File: src/hw/rp_pkg.sv
/*
 * Shared widths, register map, ID constant and data types for the
 * two-channel analog front end. Modules import it inside their body.
 */

`default_nettype none

package rp_pkg;

  //////////////////////////////////////////////////////////////////////
  // Widths and counts
  //////////////////////////////////////////////////////////////////////

  localparam int unsigned ADC_DW  = 16;
  localparam int unsigned DAC_DW  = 14;
  localparam int unsigned CHN_NUM = 2;
  localparam int unsigned PDM_CHN = 4;
  localparam int unsigned PDM_DW  = 8;
  // Full PDM period in clock cycles
  localparam int unsigned PDM_RNG = 255;
  localparam int unsigned BUS_AW  = 4;
  localparam int unsigned BUS_DW  = 32;

  // Raw mid-scale code held by the DAC while in reset
  localparam logic [DAC_DW-1:0] DAC_RST_CODE = 14'h1FFF;

  // Board identification word
  localparam logic [BUS_DW-1:0] RP_ID = 32'h5250_0A01;

  //////////////////////////////////////////////////////////////////////
  // Register map, word addresses
  //////////////////////////////////////////////////////////////////////

  localparam logic [BUS_AW-1:0] ADDR_ID   = 4'd0;
  localparam logic [BUS_AW-1:0] ADDR_CTRL = 4'd1;  // bit 0 digital_loop
  localparam logic [BUS_AW-1:0] ADDR_DAC0 = 4'd2;
  localparam logic [BUS_AW-1:0] ADDR_DAC1 = 4'd3;
  localparam logic [BUS_AW-1:0] ADDR_PDM  = 4'd4;
  localparam logic [BUS_AW-1:0] ADDR_ADC0 = 4'd5;
  localparam logic [BUS_AW-1:0] ADDR_ADC1 = 4'd6;

  // Two's complement sample types
  typedef logic signed [ADC_DW-1:0] adc_t;
  typedef logic signed [DAC_DW-1:0] dac_t;

  // PDM config, one bus word or four duty bytes (byte n to channel n)
  typedef union packed {
    logic [BUS_DW-1:0]              raw;
    logic [PDM_CHN-1:0][PDM_DW-1:0] duty;
  } pdm_word_t;

endpackage

`default_nettype wire
File: src/hw/rp_top.sv
/*
 * Top level of the analog front end. Connects ADC capture, DAC output,
 * register block and PDM modulator in the adc_clk domain.
 */

`timescale 1ns/1ps
`default_nettype none

module rp_top (
  input  wire logic                                         adc_clk,
  input  wire logic                                         top_rst,
  // ADC
  input  wire logic [rp_pkg::CHN_NUM-1:0][rp_pkg::ADC_DW-1:0] adc_dat_i,
  // DAC, one port per channel
  output logic      [rp_pkg::CHN_NUM-1:0][rp_pkg::DAC_DW-1:0] dac_dat_o,
  // PDM outputs
  output logic      [rp_pkg::PDM_CHN-1:0]                   dac_pwm_o,
  // System bus
  input  wire logic [rp_pkg::BUS_AW-1:0]                    bus_addr_i,
  input  wire logic [rp_pkg::BUS_DW-1:0]                    bus_wdata_i,
  input  wire logic                                         bus_wen_i,
  input  wire logic                                         bus_ren_i,
  output logic      [rp_pkg::BUS_DW-1:0]                    bus_rdata_o,
  output logic                                              bus_ack_o
);

  import rp_pkg::*;

  // Converted ADC samples
  adc_t [CHN_NUM-1:0] adc_smp;
  // Register outputs
  dac_t [CHN_NUM-1:0] dac_val;
  logic               digital_loop;
  pdm_word_t          pdm_cfg;

  //////////////////////////////////////////////////////////////////////
  // Front ends
  //////////////////////////////////////////////////////////////////////

  adc_frontend adc_frontend_i (
    .adc_clk        (adc_clk),
    .top_rst        (top_rst),
    .adc_dat_i      (adc_dat_i),
    .adc_smp_o      (adc_smp)
  );

  dac_frontend dac_frontend_i (
    .adc_clk        (adc_clk),
    .top_rst        (top_rst),
    .dac_val_i      (dac_val),
    .digital_loop_i (digital_loop),
    .adc_smp_i      (adc_smp),
    .dac_dat_o      (dac_dat_o)
  );

  //////////////////////////////////////////////////////////////////////
  // Registers and PDM
  //////////////////////////////////////////////////////////////////////

  sys_regs sys_regs_i (
    .adc_clk        (adc_clk),
    .top_rst        (top_rst),
    .bus_addr_i     (bus_addr_i),
    .bus_wdata_i    (bus_wdata_i),
    .bus_wen_i      (bus_wen_i),
    .bus_ren_i      (bus_ren_i),
    .bus_rdata_o    (bus_rdata_o),
    .bus_ack_o      (bus_ack_o),
    .adc_smp_i      (adc_smp),
    .dac_val_o      (dac_val),
    .digital_loop_o (digital_loop),
    .pdm_cfg_o      (pdm_cfg)
  );

  // Fixed range, always enabled
  pdm_modulator pdm_modulator_i (
    .adc_clk        (adc_clk),
    .top_rst        (top_rst),
    .pdm_cfg_i      (pdm_cfg),
    .dac_pwm_o      (dac_pwm_o)
  );

endmodule

`default_nettype wire

File: src/hw/sys_regs.sv
/*
 * Register block on the simple system bus. Holds control, DAC values
 * and PDM configuration, returns readback data and a one-cycle
 * acknowledge on the cycle after each read or write strobe.
 */

`timescale 1ns/1ps
`default_nettype none

module sys_regs (
  input  wire logic                                adc_clk,
  input  wire logic                                top_rst,
  // System bus
  input  wire logic [rp_pkg::BUS_AW-1:0]           bus_addr_i,
  input  wire logic [rp_pkg::BUS_DW-1:0]           bus_wdata_i,
  input  wire logic                                bus_wen_i,
  input  wire logic                                bus_ren_i,
  output logic      [rp_pkg::BUS_DW-1:0]           bus_rdata_o,
  output logic                                     bus_ack_o,
  // Live ADC samples for readback
  input  rp_pkg::adc_t [rp_pkg::CHN_NUM-1:0]       adc_smp_i,
  // Configuration outputs
  output rp_pkg::dac_t [rp_pkg::CHN_NUM-1:0]       dac_val_o,
  output logic                                     digital_loop_o,
  output rp_pkg::pdm_word_t                        pdm_cfg_o
);

  import rp_pkg::*;

  // Configuration registers
  logic               digital_loop_q;
  dac_t [CHN_NUM-1:0] dac_val_q;
  pdm_word_t          pdm_cfg_q;

  // Read data before the output register
  logic [BUS_DW-1:0]  rd_mux;

  //////////////////////////////////////////////////////////////////////
  // Write decode
  //////////////////////////////////////////////////////////////////////

  // Read-only and unmapped addresses fall into default
  always_ff @(posedge adc_clk or posedge top_rst) begin
    if (top_rst) begin
      digital_loop_q <= 1'b0;
      dac_val_q      <= '0;
      pdm_cfg_q      <= '0;
    end else if (bus_wen_i) begin
      case (bus_addr_i)
        ADDR_CTRL: digital_loop_q <= bus_wdata_i[0];
        ADDR_DAC0: dac_val_q[0]   <= bus_wdata_i[DAC_DW-1:0];
        ADDR_DAC1: dac_val_q[1]   <= bus_wdata_i[DAC_DW-1:0];
        ADDR_PDM:  pdm_cfg_q.raw  <= bus_wdata_i;
        default: begin
        end
      endcase
    end
  end

  //////////////////////////////////////////////////////////////////////
  // Read mux
  //////////////////////////////////////////////////////////////////////

  always_comb begin
    case (bus_addr_i)
      ADDR_ID:   rd_mux = RP_ID;
      ADDR_CTRL: rd_mux = {{(BUS_DW-1){1'b0}}, digital_loop_q};
      // Signed values are sign extended to the bus width
      ADDR_DAC0: rd_mux = {{(BUS_DW-DAC_DW){dac_val_q[0][DAC_DW-1]}}, dac_val_q[0]};
      ADDR_DAC1: rd_mux = {{(BUS_DW-DAC_DW){dac_val_q[1][DAC_DW-1]}}, dac_val_q[1]};
      ADDR_PDM:  rd_mux = pdm_cfg_q.raw;
      ADDR_ADC0: rd_mux = {{(BUS_DW-ADC_DW){adc_smp_i[0][ADC_DW-1]}}, adc_smp_i[0]};
      ADDR_ADC1: rd_mux = {{(BUS_DW-ADC_DW){adc_smp_i[1][ADC_DW-1]}}, adc_smp_i[1]};
      default:   rd_mux = '0;
    endcase
  end

  //////////////////////////////////////////////////////////////////////
  // Acknowledge and read data
  //////////////////////////////////////////////////////////////////////

  // Data only during a read acknowledge, zero otherwise
  always_ff @(posedge adc_clk or posedge top_rst) begin
    if (top_rst) begin
      bus_ack_o   <= 1'b0;
      bus_rdata_o <= '0;
    end else begin
      bus_ack_o <= bus_wen_i | bus_ren_i;
      if (bus_ren_i) begin
        bus_rdata_o <= rd_mux;
      end else begin
        bus_rdata_o <= '0;
      end
    end
  end

  // Register outputs to the front ends and modulator
  assign digital_loop_o = digital_loop_q;
  assign dac_val_o      = dac_val_q;
  assign pdm_cfg_o      = pdm_cfg_q;

endmodule

`default_nettype wire

File: src/hw/pdm_modulator.sv
/*
 * Four first-order pulse-density modulators. Each one spreads its duty
 * byte as evenly spaced ones over a period of PDM_RNG clock cycles.
 */

`timescale 1ns/1ps
`default_nettype none

module pdm_modulator (
  input  wire logic                       adc_clk,
  input  wire logic                       top_rst,
  // Duty bytes packed in one word
  input  rp_pkg::pdm_word_t               pdm_cfg_i,
  // One-bit outputs to the RC filters
  output logic [rp_pkg::PDM_CHN-1:0]      dac_pwm_o
);

  import rp_pkg::*;

  // Accumulators, one extra bit for the carry past the range
  logic [PDM_CHN-1:0][PDM_DW-1:0] acc;
  logic [PDM_CHN-1:0][PDM_DW:0]   acc_sum;
  logic [PDM_CHN-1:0]             acc_ovf;

  //////////////////////////////////////////////////////////////////////
  // Accumulate and compare
  //////////////////////////////////////////////////////////////////////

  always_comb begin
    for (int i = 0; i < PDM_CHN; i++) begin
      acc_sum[i] = {1'b0, acc[i]} + {1'b0, pdm_cfg_i.duty[i]};
      // Range reached, emit a one this cycle
      acc_ovf[i] = (acc_sum[i] >= (PDM_DW+1)'(PDM_RNG));
    end
  end

  //////////////////////////////////////////////////////////////////////
  // State and output registers
  //////////////////////////////////////////////////////////////////////

  always_ff @(posedge adc_clk or posedge top_rst) begin
    if (top_rst) begin
      acc       <= '0;
      dac_pwm_o <= '0;
    end else begin
      for (int i = 0; i < PDM_CHN; i++) begin
        // Wrap back into 0..PDM_RNG-1
        if (acc_ovf[i]) begin
          acc[i] <= PDM_DW'(acc_sum[i] - (PDM_DW+1)'(PDM_RNG));
        end else begin
          acc[i] <= acc_sum[i][PDM_DW-1:0];
        end
      end
      dac_pwm_o <= acc_ovf;
    end
  end

endmodule

`default_nettype wire

File: src/hw/dac_frontend.sv
/*
 * DAC output stage. Picks the register value or the looped-back ADC
 * sample per channel, converts it to the negative-slope raw code and
 * holds it in the output registers.
 */

`timescale 1ns/1ps
`default_nettype none

module dac_frontend (
  input  wire logic                                   adc_clk,
  input  wire logic                                   top_rst,
  // Values written over the bus
  input  rp_pkg::dac_t [rp_pkg::CHN_NUM-1:0]          dac_val_i,
  // Route ADC samples to the DAC
  input  wire logic                                   digital_loop_i,
  input  rp_pkg::adc_t [rp_pkg::CHN_NUM-1:0]          adc_smp_i,
  // Raw codes to the converter pins
  output logic [rp_pkg::CHN_NUM-1:0][rp_pkg::DAC_DW-1:0] dac_dat_o
);

  import rp_pkg::*;

  // Selected signed source per channel
  dac_t [CHN_NUM-1:0] dac_src;
  // Next raw code
  logic [CHN_NUM-1:0][DAC_DW-1:0] dac_nxt;

  //////////////////////////////////////////////////////////////////////
  // Source select and conversion
  //////////////////////////////////////////////////////////////////////

  always_comb begin
    for (int i = 0; i < CHN_NUM; i++) begin
      // Loopback keeps the top DAC_DW bits of the sample
      if (digital_loop_i) begin
        dac_src[i] = adc_smp_i[i][ADC_DW-1 -: DAC_DW];
      end else begin
        dac_src[i] = dac_val_i[i];
      end
      // Back to negative slope, sign bit untouched
      dac_nxt[i] = {dac_src[i][DAC_DW-1], ~dac_src[i][DAC_DW-2:0]};
    end
  end

  //////////////////////////////////////////////////////////////////////
  // Output registers
  //////////////////////////////////////////////////////////////////////

  // Mid-scale code on both channels while in reset
  always_ff @(posedge adc_clk or posedge top_rst) begin
    if (top_rst) begin
      dac_dat_o <= {CHN_NUM{DAC_RST_CODE}};
    end else begin
      dac_dat_o <= dac_nxt;
    end
  end

endmodule

`default_nettype wire

File: src/hw/adc_frontend.sv
/*
 * ADC capture stage. Registers both raw converter words and turns the
 * negative-slope offset binary code into two's complement samples.
 */

`timescale 1ns/1ps
`default_nettype none

module adc_frontend (
  input  wire logic                                        adc_clk,
  input  wire logic                                        top_rst,
  // Raw converter words
  input  wire logic [rp_pkg::CHN_NUM-1:0][rp_pkg::ADC_DW-1:0] adc_dat_i,
  // Converted samples
  output rp_pkg::adc_t [rp_pkg::CHN_NUM-1:0]               adc_smp_o
);

  import rp_pkg::*;

  // Input capture registers, one per channel
  logic [CHN_NUM-1:0][ADC_DW-1:0] adc_raw;

  //////////////////////////////////////////////////////////////////////
  // Capture
  //////////////////////////////////////////////////////////////////////

  always_ff @(posedge adc_clk or posedge top_rst) begin
    if (top_rst) begin
      adc_raw <= '0;
    end else begin
      adc_raw <= adc_dat_i;
    end
  end

  //////////////////////////////////////////////////////////////////////
  // Conversion
  //////////////////////////////////////////////////////////////////////

  // Sign kept, magnitude bits inverted for the negative slope
  always_comb begin
    for (int i = 0; i < CHN_NUM; i++) begin
      adc_smp_o[i] = {adc_raw[i][ADC_DW-1], ~adc_raw[i][ADC_DW-2:0]};
    end
  end

endmodule

`default_nettype wire

File: config.mk
export PLATFORM = sky130hd
export DESIGN_NAME = rp_top
export DESIGN_NICKNAME = d
export VERILOG_FILES = /design/src/hw/rp_pkg.sv /design/src/hw/rp_top.sv /design/src/hw/sys_regs.sv /design/src/hw/pdm_modulator.sv /design/src/hw/dac_frontend.sv /design/src/hw/adc_frontend.sv
export SDC_FILE = /design/constraint.sdc
export NUM_CORES = 1
export LEC_CHECK = 0
export ABC_CLOCK_PERIOD_IN_PS = 4830
export BUFFER_PORTS_ARGS = -buffer_cell sky130_fd_sc_hd__buf_2
export CORE_MARGIN = 4
export CORE_UTILIZATION = 50
export CTS_CLUSTER_SIZE = 16
export DETAILED_ROUTE_END_ITERATION = 7
export HOLD_SLACK_MARGIN = 0.02
export PLACE_DENSITY_LB_ADDON = 0.3
export SYNTH_ARGS = -nofsm -noshare
export SYNTH_HDL_FRONTEND = slang
export SYNTH_SLANG_ARGS = --single-unit
File: constraint.sdc
create_clock -name adc_clk -period 4.83 [get_ports adc_clk]
set_input_delay 0 -clock adc_clk [delete_from_list [all_inputs] [get_ports adc_clk]]
set_output_delay 0 -clock adc_clk [all_outputs]
set_load 0.005 [all_outputs]
Word-level counts from Yosys, hierarchy flattened

Index checks and enable logic that the tools add are counted.

Word-level logic and storage cells: 51
Input bits: 72
Register bits: 190
Output and inout bits: 65

$lt $le $gt $ge: 4
Multiplexer cells: 8
Reduce and logical (&&, ||, !) cells: 5
Add/subtract/negate cells: 8
Equality and inequality tests: 6
Bitwise gates (word level): 5

Operator list:

| kind                                                              | number |
|---|---|
| case mux 32 bit (7 select lines)                                  | 1 |
| adder 8 x 8 -> 9 bit                                              | 4 |
| greater-or-equal comparator 9 x 8 -> 1 bit, second input constant | 4 |
| 2-to-1 mux 32 bit                                                 | 1 |
| 2-to-1 mux 8 bit                                                  | 4 |
| subtractor 8 bit, second input constant                           | 4 |
| inverter 15 bit                                                   | 2 |
| 2-to-1 mux 14 bit                                                 | 2 |
| inverter 13 bit                                                   | 2 |
| equality test 4 x 3 -> 1 bit, second input constant               | 3 |
| equality test 4 x 2 -> 1 bit, second input constant               | 2 |
| AND reduction 2 bit                                               | 4 |
| equality test 4 x 1 -> 1 bit, second input constant               | 1 |
| logical NOT 4 bit                                                 | 1 |
| OR 1 bit                                                          | 1 |

Depth between registers and ports, before layout

Gate-level depths: netlist of the first run.

Word-level depth: 3
Depth in mapped cells: 9

By module

From an unflattened synthesis of the first run, not the netlist that was laid out.

Cells, all modules: 776
Area total of the unflattened synthesis: 9236.4 um^2

Modules (own cells, without submodules):

| module        | cells an instance | area an instance (um^2) | times used |
|---|---|---|---|
| sys_regs      | 321               | 4204.0                  | 1 |
| pdm_modulator | 330               | 3029.2                  | 1 |
| dac_frontend  | 60                | 1071.0                  | 1 |
| adc_frontend  | 65                | 932.1                   | 1 |

Least setup slack after synthesis of the first run

Ideal clock, no wire load.

Path kind: register -> register
Start point: reg sys_regs_i.pdm_cfg_q (netlist bit sys_regs_i.pdm_cfg_o[8])
End point: reg pdm_modulator_i.acc[9] in the netlist's numbering
Library setup time: 0.125 ns
Period minus slack after synthesis: 2.820 ns
Arrival time: 2.695 ns
Cell stages (with the launch flop): 9
Path slack: 2.010 ns
Path buffers: 0
Cells stage by stage: dfrtp_1 ha_1 fa_1 xor2_2 or4b_4 a211oi_4 nand4b_4 o21ai_4 mux2_4

Cells in the longest elaborated chain, start to end: 3
Elaborated cells on any way between the ends: 4

Ends and longest elaborated chain:

| element                                    | RTL line            | RTL |
|---|---|---|
| start, declared                            | sys_regs.sv:33      | `pdm_word_t pdm_cfg_q;` |
| adder 8 x 8 -> 9 bit                       | pdm_modulator.sv:31 | `acc_sum[i] = {1'b0, acc[i]} + {1'b0, pdm_cfg_i.duty[i]};` |
| greater-or-equal comparator 9 x 8 -> 1 bit | pdm_modulator.sv:33 | `acc_ovf[i] = (acc_sum[i] >= (PDM_DW+1)'(PDM_RNG));` |
| named net pdm_modulator_i.acc_ovf[1]       | pdm_modulator.sv:23 | `logic [PDM_CHN-1:0] acc_ovf;` |
| 2-to-1 mux 8 bit                           | pdm_modulator.sv:48 | `if (acc_ovf[i]) begin` |
| end signal, assigned by index              | pdm_modulator.sv:49 | `acc[i] <= PDM_DW'(acc_sum[i] - (PDM_DW+1)'(PDM_RNG));` |
| end signal, assigned by index              | pdm_modulator.sv:51 | `acc[i] <= acc_sum[i][PDM_DW-1:0];` |
| end, declared                              | pdm_modulator.sv:21 | `logic [PDM_CHN-1:0][PDM_DW-1:0] acc;` |

The timed path passes the listed nets, and every way through them passes these cells.
A chain may end at the register's enable or synchronous reset.

Worst setup path in the final report of the first run

Start point: reg sys_regs_i.pdm_cfg_q (netlist bit sys_regs_i.pdm_cfg_o[0])
End point: reg pdm_modulator_i.acc[1] in the netlist's numbering

Same word-level chain as after synthesis.

==> results of run 1 <==
-- worst max-delay path, delay by kind of cell (launching register included) --
family | cells | cell delay (ps)
xor gates and xnor gates | 1 | 240
AOI/OAI and AO/OA | 4 | 1280
DFF | 1 | 400
muxes | 1 | 360
adders and majority gates | 2 | 650
-- timing repair --
action	in CTS	in global routing
endpoints found under the hold margin	262	0
hold buffers	71	0
endpoints found under the setup margin	0	0
setup buffers	0	0
-- registers in the layout, summed over array words and instances (netlist names) --
name                       flops
pdm_modulator_i.dac_pwm_o      4
pdm_modulator_i.acc           32
sys_regs_i.pdm_cfg_o          32
sys_regs_i.bus_rdata_o        32
sys_regs_i.dac_val_o          28
dac_frontend_i.dac_dat_o      28
sys_regs_i.bus_ack_o           1
sys_regs_i.digital_loop_o      1
adc_frontend_i.adc_raw        30
adc_frontend_i.adc_smp_o       2
-- power by group through the flow --
stage | sequential [W] | clock, W | combinational (W)
finish | 0.00221 | 0.00140 | 0.00303
global route | 0.00225 | 0.00149 | 0.00339
CTS | 0.00221 | 0.00143 | 0.00300
detailed placement | 0.00224 | 0 | 0.00293
global placement | 0.00223 | 0 | 0.00286
floorplan | 0.00218 | 0 | 0.00232
-- synth_stat cells (13+ instances only) --
| cell type | count | share of area [%] |
|---|---|---|
| mux2i_1 | 13 | 1.5 |
| nand3_1 | 19 | 1.1 |
| a221oi_1 | 17 | 1.7 |
| clkbuf_1 | 19 | 0.80 |
| nand2_1 | 81 | 3.4 |
| inv_1 | 18 | 0.76 |
| a21oi_1 | 43 | 2.4 |
| mux2_2 | 47 | 5.9 |
| nor2_1 | 37 | 1.6 |
| mux2_1 | 23 | 2.9 |
| ha_1 | 36 | 5.0 |
| dfrtp_1 | 164 | 46 |
| a21o_1 | 15 | 1.3 |
| dfstp_2 | 26 | 7.6 |
| o21ai_0 | 28 | 1.6 |
-- cell type report --
| cell class | instances | area [um^2] | share of cell area [%] |
|---|---|---|---|
| Clock buffer | 20 | 447 | 4.00 |
| Tap cell | 225 | 282 | 2.52 |
| Antenna cell | 2 | 5.00 | 0.0449 |
| Sequential cell | 190 | 4790 | 42.9 |
| Clock inverter | 11 | 134 | 1.20 |
| Multi-Input combinational cell | 530 | 3970 | 35.6 |
| Timing Repair Buffer | 214 | 1460 | 13.1 |
| Inverter | 18 | 71.3 | 0.639 |
-- cell families (layout without fill, tap and decap cells) --
family	Yosys count	count (layout)	synth area share [%]
simple gates	201	201	10.9
flops	190	190	53.5
compound gates	180	180	14.2
mux	84	84	10.4
buf+inv	46	263	2.04
fa+ha+maj	40	40	5.93
xor+xnor	25	25	2.99
other cells	0	2	0
-- stage by stage --
step	setup slack, ps	hold slack, ps	power (W)	util (%)	cell area, um^2
3_5_place_dp	1830	110	0.00517	56.6	9860
2_1_floorplan	2010	31.4	0.00450	-	8950
6_report	1780	45.5	0.00664	64.0	11200
5_1_grt	1580	76.6	0.00713	64.0	11200
3_3_place_gp	1900	108	0.00509	56.6	9860
4_1_cts	1800	35.7	0.00664	64.0	11100
-- how the worst min path moves through the flow --
| stage | endpoint | startpoint | slack [ps] |
|---|---|---|---|
| 2_1_floorplan | adc_frontend_i.adc_raw[0]$_DFF_PP0_ | adc_dat_i[0] | 30 |
| 3_3_place_gp | adc_frontend_i.adc_raw[29]$_DFF_PP0_ | adc_dat_i[29] | 110 |
| 3_5_place_dp | adc_frontend_i.adc_raw[30]$_DFF_PP0_ | adc_dat_i[30] | 110 |
| 4_1_cts | sys_regs_i.bus_rdata_o[9]$_DFF_PP0_ | bus_addr_i[0] | 40 |
| 5_1_grt | sys_regs_i.bus_rdata_o[9]$_DFF_PP0_ | bus_addr_i[0] | 80 |
| 6_report | sys_regs_i.bus_rdata_o[9]$_DFF_PP0_ | bus_addr_i[0] | 50 |
-- layer usage --
metal	GRT usage [%]	part of all wire, %	wire length, um	vias up
met1	30.2	43	9570	3356
met4	9.29	3.3	723	0
met3	4.38	4.7	1050	46
met2	37.3	49	10800	193
met5	0	0	0	-
li1	-	-	-	3194
==> results.yml, run 1 <==
yosys:
  ys_async_sr_fraction_pct: 100
  netlist_area_um2: 8940
  synth_edf_count: 0
  synth_seq_cells: 190
  yosys.cell_types.count: 69
  synth_nets: 878
  post_synth_inst_count: 766
  synth_warnings: 0
  synth_top_flop_cell: "dfrtp_1"
  syn_area_per_cell_um2: 11.7
  ys_seq_area_share_pct: 53.5
layout:
  layout.nets: 1083
  layout_common_cells: "dfrtp_1, buf_2, nand2_1"
  fillCellCount: 1375
  drive_gt1_share_pct: 27.1
  final_common_cell: "dfrtp_1"
  layout.cells.non_filler: 1210
  area_growth_pct: 24.7
flow_run:
  maxCapViolations: 0
routing:
  viasPerCell: 5.61
  drt_pass1_iterations: 5
  routed_wl_mm: 22.1
  remaining_drc_errors: 0
  drt_iter0_drc: 404
  wl_per_cell_um: 18.3
  num_vias: 6789
  drtAntennaViolNets: 0
sta:
  clock_skew_ps: 10.1
  fin_setup_tns_ps: 0
  rsz0062_at_grt: "false"
  relSlewSlack_pct: 34.9
  drv_slew: 0
  setup_viol: 0
  finalHoldViolations: 0
  max_freq_ghz: 0.328
  period_share_pct: 63.1
  tightest_slew_ps: 976
  period_needed_ps: 3050
power_and_ir_drop:
  peakVddDrop_uv: 317
  p_sw_share_pct: 38.9
  p_leak_nw: 5.13
  internal_power_w: 0.00406
  pwr-share-seq_pct: 33.3
  clock_power_share_pct: 21.1
  p_switching_w: 0.00258
  power.density_nw_per_um2: 595
  p_comb_share_pct: 45.6
floorplan:
  die-area_um2: 20100
  core-area_um2: 17400
  num_rows: 48
  die-height_um: 142
  die_width_um: 142
  start_util_pct: 51.3
  ios: 137
clocking:
  numCtsBuffers: 17
  cts_max_path_buffers: 2
  cts_tree: "yes"
  insertion_delay_ps: 430
  cts.reportedPaths.clkPinSlew_ps: 70
  h-tree-depth: 4
  cts_sinks: 190
  cts-resized-gates: 0
  cts_root_buf: "clkbuf_16"
grt:
  grt_overflow: 0
  antenna_found_initial: 1
  grt_usage_pct: 22.9
  grt_pass1_wl_mm: 36.0
  grt_pass1_vias: 6992
  grt_max_degree: 191
place:
  gp_congestion: 0.884
  dp_hpwl_mm: 14.9
  numPlacedInstances: 1106
  portBuffers: 136
setup_path:
  cp_max_fo: 4
  slowest_delay_ps: 440
  start_kind: "flop"
  r2r_start: "sys_regs_i.pdm_cfg_o[0]$_DFFE_PP0P_"
  required_ps: 5140
  reg2reg_slack_ps: 1780
  rr_worst_depth: 8
  crit_end: "pdm_modulator_i.acc[1]$_DFF_PP0_"
  path_cells: "ha_1 > fa_1 > a21o_1 > a221oi_1 > xnor2_1 > o2111ai_1 > o31ai_2 > mux2_1"
  cp_slowest_cell: "o31ai_2"
  endpoint_kind: "flop"
  cp-startpoint: "sys_regs_i.pdm_cfg_o[0]$_DFFE_PP0P_"
  r2r-end: "pdm_modulator_i.acc[1]$_DFF_PP0_"
  crit_type: "reg -> reg"
  worstPathArrival_ps: 3360
min_path:
  hold_path.class: "in -> reg"
  hold_depth: 4
run_status:
  status: "completed"
Note: power is estimated with default switching activity, not from simulation.
==> run 2, diff against run 1 <==
ABC_AREA = 1   (was unset)
ABC_CLOCK_PERIOD_IN_PS = 2920   (was 4830)
clock period = 2.92 ns   (was 4.83 ns; I/O delays follow)
==> run 2 against run 1 <==
Clock-buffer cell count down 2. Synthesized cell count up 31%. Clock skew down 1.1 ps. Highest routed layer unchanged.
==> results.yml, run 2 <==
setup_path:
  cp-startpoint: "sys_regs_i.pdm_cfg_o[16]$_DFFE_PP0P_"
  crit_type: "reg -> reg"
  start_kind: "flop"
  reg2reg_slack_ps: 540
  r2r_start: "sys_regs_i.pdm_cfg_o[16]$_DFFE_PP0P_"
  crit_buf_inv: 1
  required_ps: 3300
  cp_max_fo: 9
  endpoint_kind: "flop"
  path_cells: "ha_1 > fa_1 > ha_1 > inv_1 > nor2_1 > nand3_2 > nor2_4 > nand4_4 > nand3_4 > nand2_1 > nand2_1"
  slowest_delay_ps: 560
  critPathTopFamily: "adder cells"
  worstPathArrival_ps: 2760
  cp_slowest_cell: "fa_1"
place:
  portBuffers: 136
  place_area_um2: 10300
  gp_congestion: 0.843
  dp_hpwl_mm: 15.8
floorplan:
  num_rows: 49
  die_width_um: 145
  die-area_um2: 20900
  ios: 137
  core-area_um2: 18100
  die-height_um: 145
  start_util_pct: 51.5
sta:
  finalHoldViolations: 0
  tightest_slew_ps: 1130
  period_share_pct: 81.5
  fin_setup_tns_ps: 0
  max_freq_ghz: 0.420
  holdWs_ps: 50.2
  relSlewSlack_pct: 24.8
  period_needed_ps: 2380
  rsz0062_at_grt: "false"
  drv_slew: 0
  setup_viol: 0
  clock_skew_ps: 8.99
yosys:
  ys_async_sr_fraction_pct: 100
  ys_top_cells_by_count: "nand2_1, dfrtp_1, inv_1"
  post_synth_inst_count: 1002
  ys_seq_area_share_pct: 51.2
  netlist_area_um2: 9350
  synth_warnings: 0
  yosys.cell_types.count: 41
  syn_area_per_cell_um2: 9.33
  synth_nets: 1114
  synthTopCellsByArea: "dfrtp_1, nand2_1, dfstp_2"
  synth_edf_count: 0
  synth_top_flop_cell: "dfrtp_1"
  synth_top_area_share_pct: 43.9
  yosysMostFrequentCell: "nand2_1"
  synth_seq_cells: 190
  yosysTopAreaCell: "dfrtp_1"
layout:
  area_growth_pct: 23.9
  final_common_cell: "nand2_1"
  fillCellCount: 1461
  register_area_um2: 4790
  layout.nets: 1323
  layout_common_cells: "nand2_1, dfrtp_1, buf_2"
  drive_gt1_share_pct: 26.2
  multi_input_area_um2: 4120
  stdcell_area_um2: 11600
clocking:
  cts.reportedPaths.clkPinSlew_ps: 70
  cts_root_buf: "clkbuf_16"
  h-tree-depth: 4
  cts_max_path_buffers: 2
  cts-resized-gates: 0
  insertion_delay_ps: 440
  cts_tree: "yes"
  cts_sinks: 190
  numCtsBuffers: 17
power_and_ir_drop:
  p_sw_share_pct: 40.9
  p_leak_nw: 5.82
  internal_power_w: 0.00633
  p_switching_w: 0.00438
  peakVddDrop_uv: 434
  power.density_nw_per_um2: 925
  pwr-share-seq_pct: 34.1
  clock_power_share_pct: 21.4
  p_comb_share_pct: 44.5
grt:
  grt_pass1_wl_mm: 37.1
  grt_overflow: 0
  grt_usage_pct: 22.6
  antenna_found_initial: 1
  grt_max_degree: 107
  grt_pass1_vias: 7366
routing:
  routed_wl_mm: 22.7
  num_vias: 7476
  drt_iter0_drc: 494
  remaining_drc_errors: 0
  wl_per_cell_um: 15.6
  drt_pass1_iterations: 5
  viasPerCell: 5.14
  drtAntennaViolNets: 0
min_path:
  hold_path.class: "in -> reg"
  worstHoldStart: "bus_addr_i[3]"
flow_run:
  maxCapViolations: 0
run_status:
  status: "completed"
run 2: changes by cell type after synthesis, sizes merged, moves of 13 or more:
cell / previous run / this run
a21o: 16 / 0
inv: 18 / 89
a221oi: 18 / 2
nand2: 81 / 325
o22ai: 2 / 15
nand4: 1 / 19
nand3: 19 / 71
mux2i: 13 / 0
o21ai: 37 / 73
mux2: 71 / 18
run 2: through the flow:
stage          setup WS (ps)  utilization [%]  total power (W)  std cells
5_1_grt                  391             63.8           0.0116       1454
3_5_place_dp             558             56.7          0.00837       1351
4_1_cts                  544             63.8           0.0108       1453
6_report                 539             63.8           0.0107       1455
3_3_place_gp             645             56.7          0.00823       1351
2_1_floorplan            493                -          0.00735       1002
run 2: cells by family after synthesis:
family	synth area share (%)
buffers and inverters	4.70
multiplexers	2.17
XOR/XNOR	1.87
AO/OA/AOI/OAI	9.30
adder cells (fa/ha/maj)	5.68
flip-flops	51.2
AND/OR/NAND/NOR	25.1
run 2: layout make-up:
cell class / instances / area share, %
clock buffer: 18 / 3.71
clock inverter: 14 / 1.30
multi-input combinational: 697 / 35.6
inverter: 90 / 2.95
timing repair buffer: 215 / 12.6
tap: 229 / 2.47
antenna: 2 / 0.0432
sequential: 190 / 41.3
run 2: power groups by stage:
stage               clock network [W]  registers, W  logic (W)
detailed placement                  0       0.00369    0.00468
global placement                    0       0.00369    0.00455
global route                  0.00245       0.00371    0.00544
finish                        0.00229       0.00365    0.00477
CTS                           0.00233       0.00364    0.00479
floorplan                           0       0.00360    0.00375
run 2: repair_timing:
item | in CTS | in global routing
endpoints found under the hold margin | 259 | 0
setup buffers | 0 | 0
hold buffers | 70 | 0
run 2: worst paths after layout:
| kind | depth (start not counted) | end |
|---|---|---|
| max | 11 | pdm_modulator_i.acc[20]$_DFF_PP0_ |
| min | 5 | sys_regs_i.digital_loop_o$_DFFE_PP0P_ |
| max reg2reg | 11 | pdm_modulator_i.acc[20]$_DFF_PP0_ |
| min reg2reg | 1 | dac_frontend_i.dac_dat_o[21]$_DFF_PP1_ |
| max in group asynchronous | 4 | dac_frontend_i.dac_dat_o[5]$_DFF_PP1_ |
| min in group asynchronous | 3 | pdm_modulator_i.acc[28]$_DFF_PP0_ |
run 2: tightest hold or removal path: stages:
cell and delay (ps):
buf_2 90, nor2_1 100, nand3_1 120, nand2_1 50, o21ai_0 80
run 2: routing by layer:
metal  vias to the layer above  part of all wire (%)  GRT usage, %
met5                         -                     0             0
met1                      3552                    46          32.0
met4                         0                   2.2          7.51
li1                       3701                     -             -
met2                       187                    47          35.0
met3                        36                   5.0          4.96
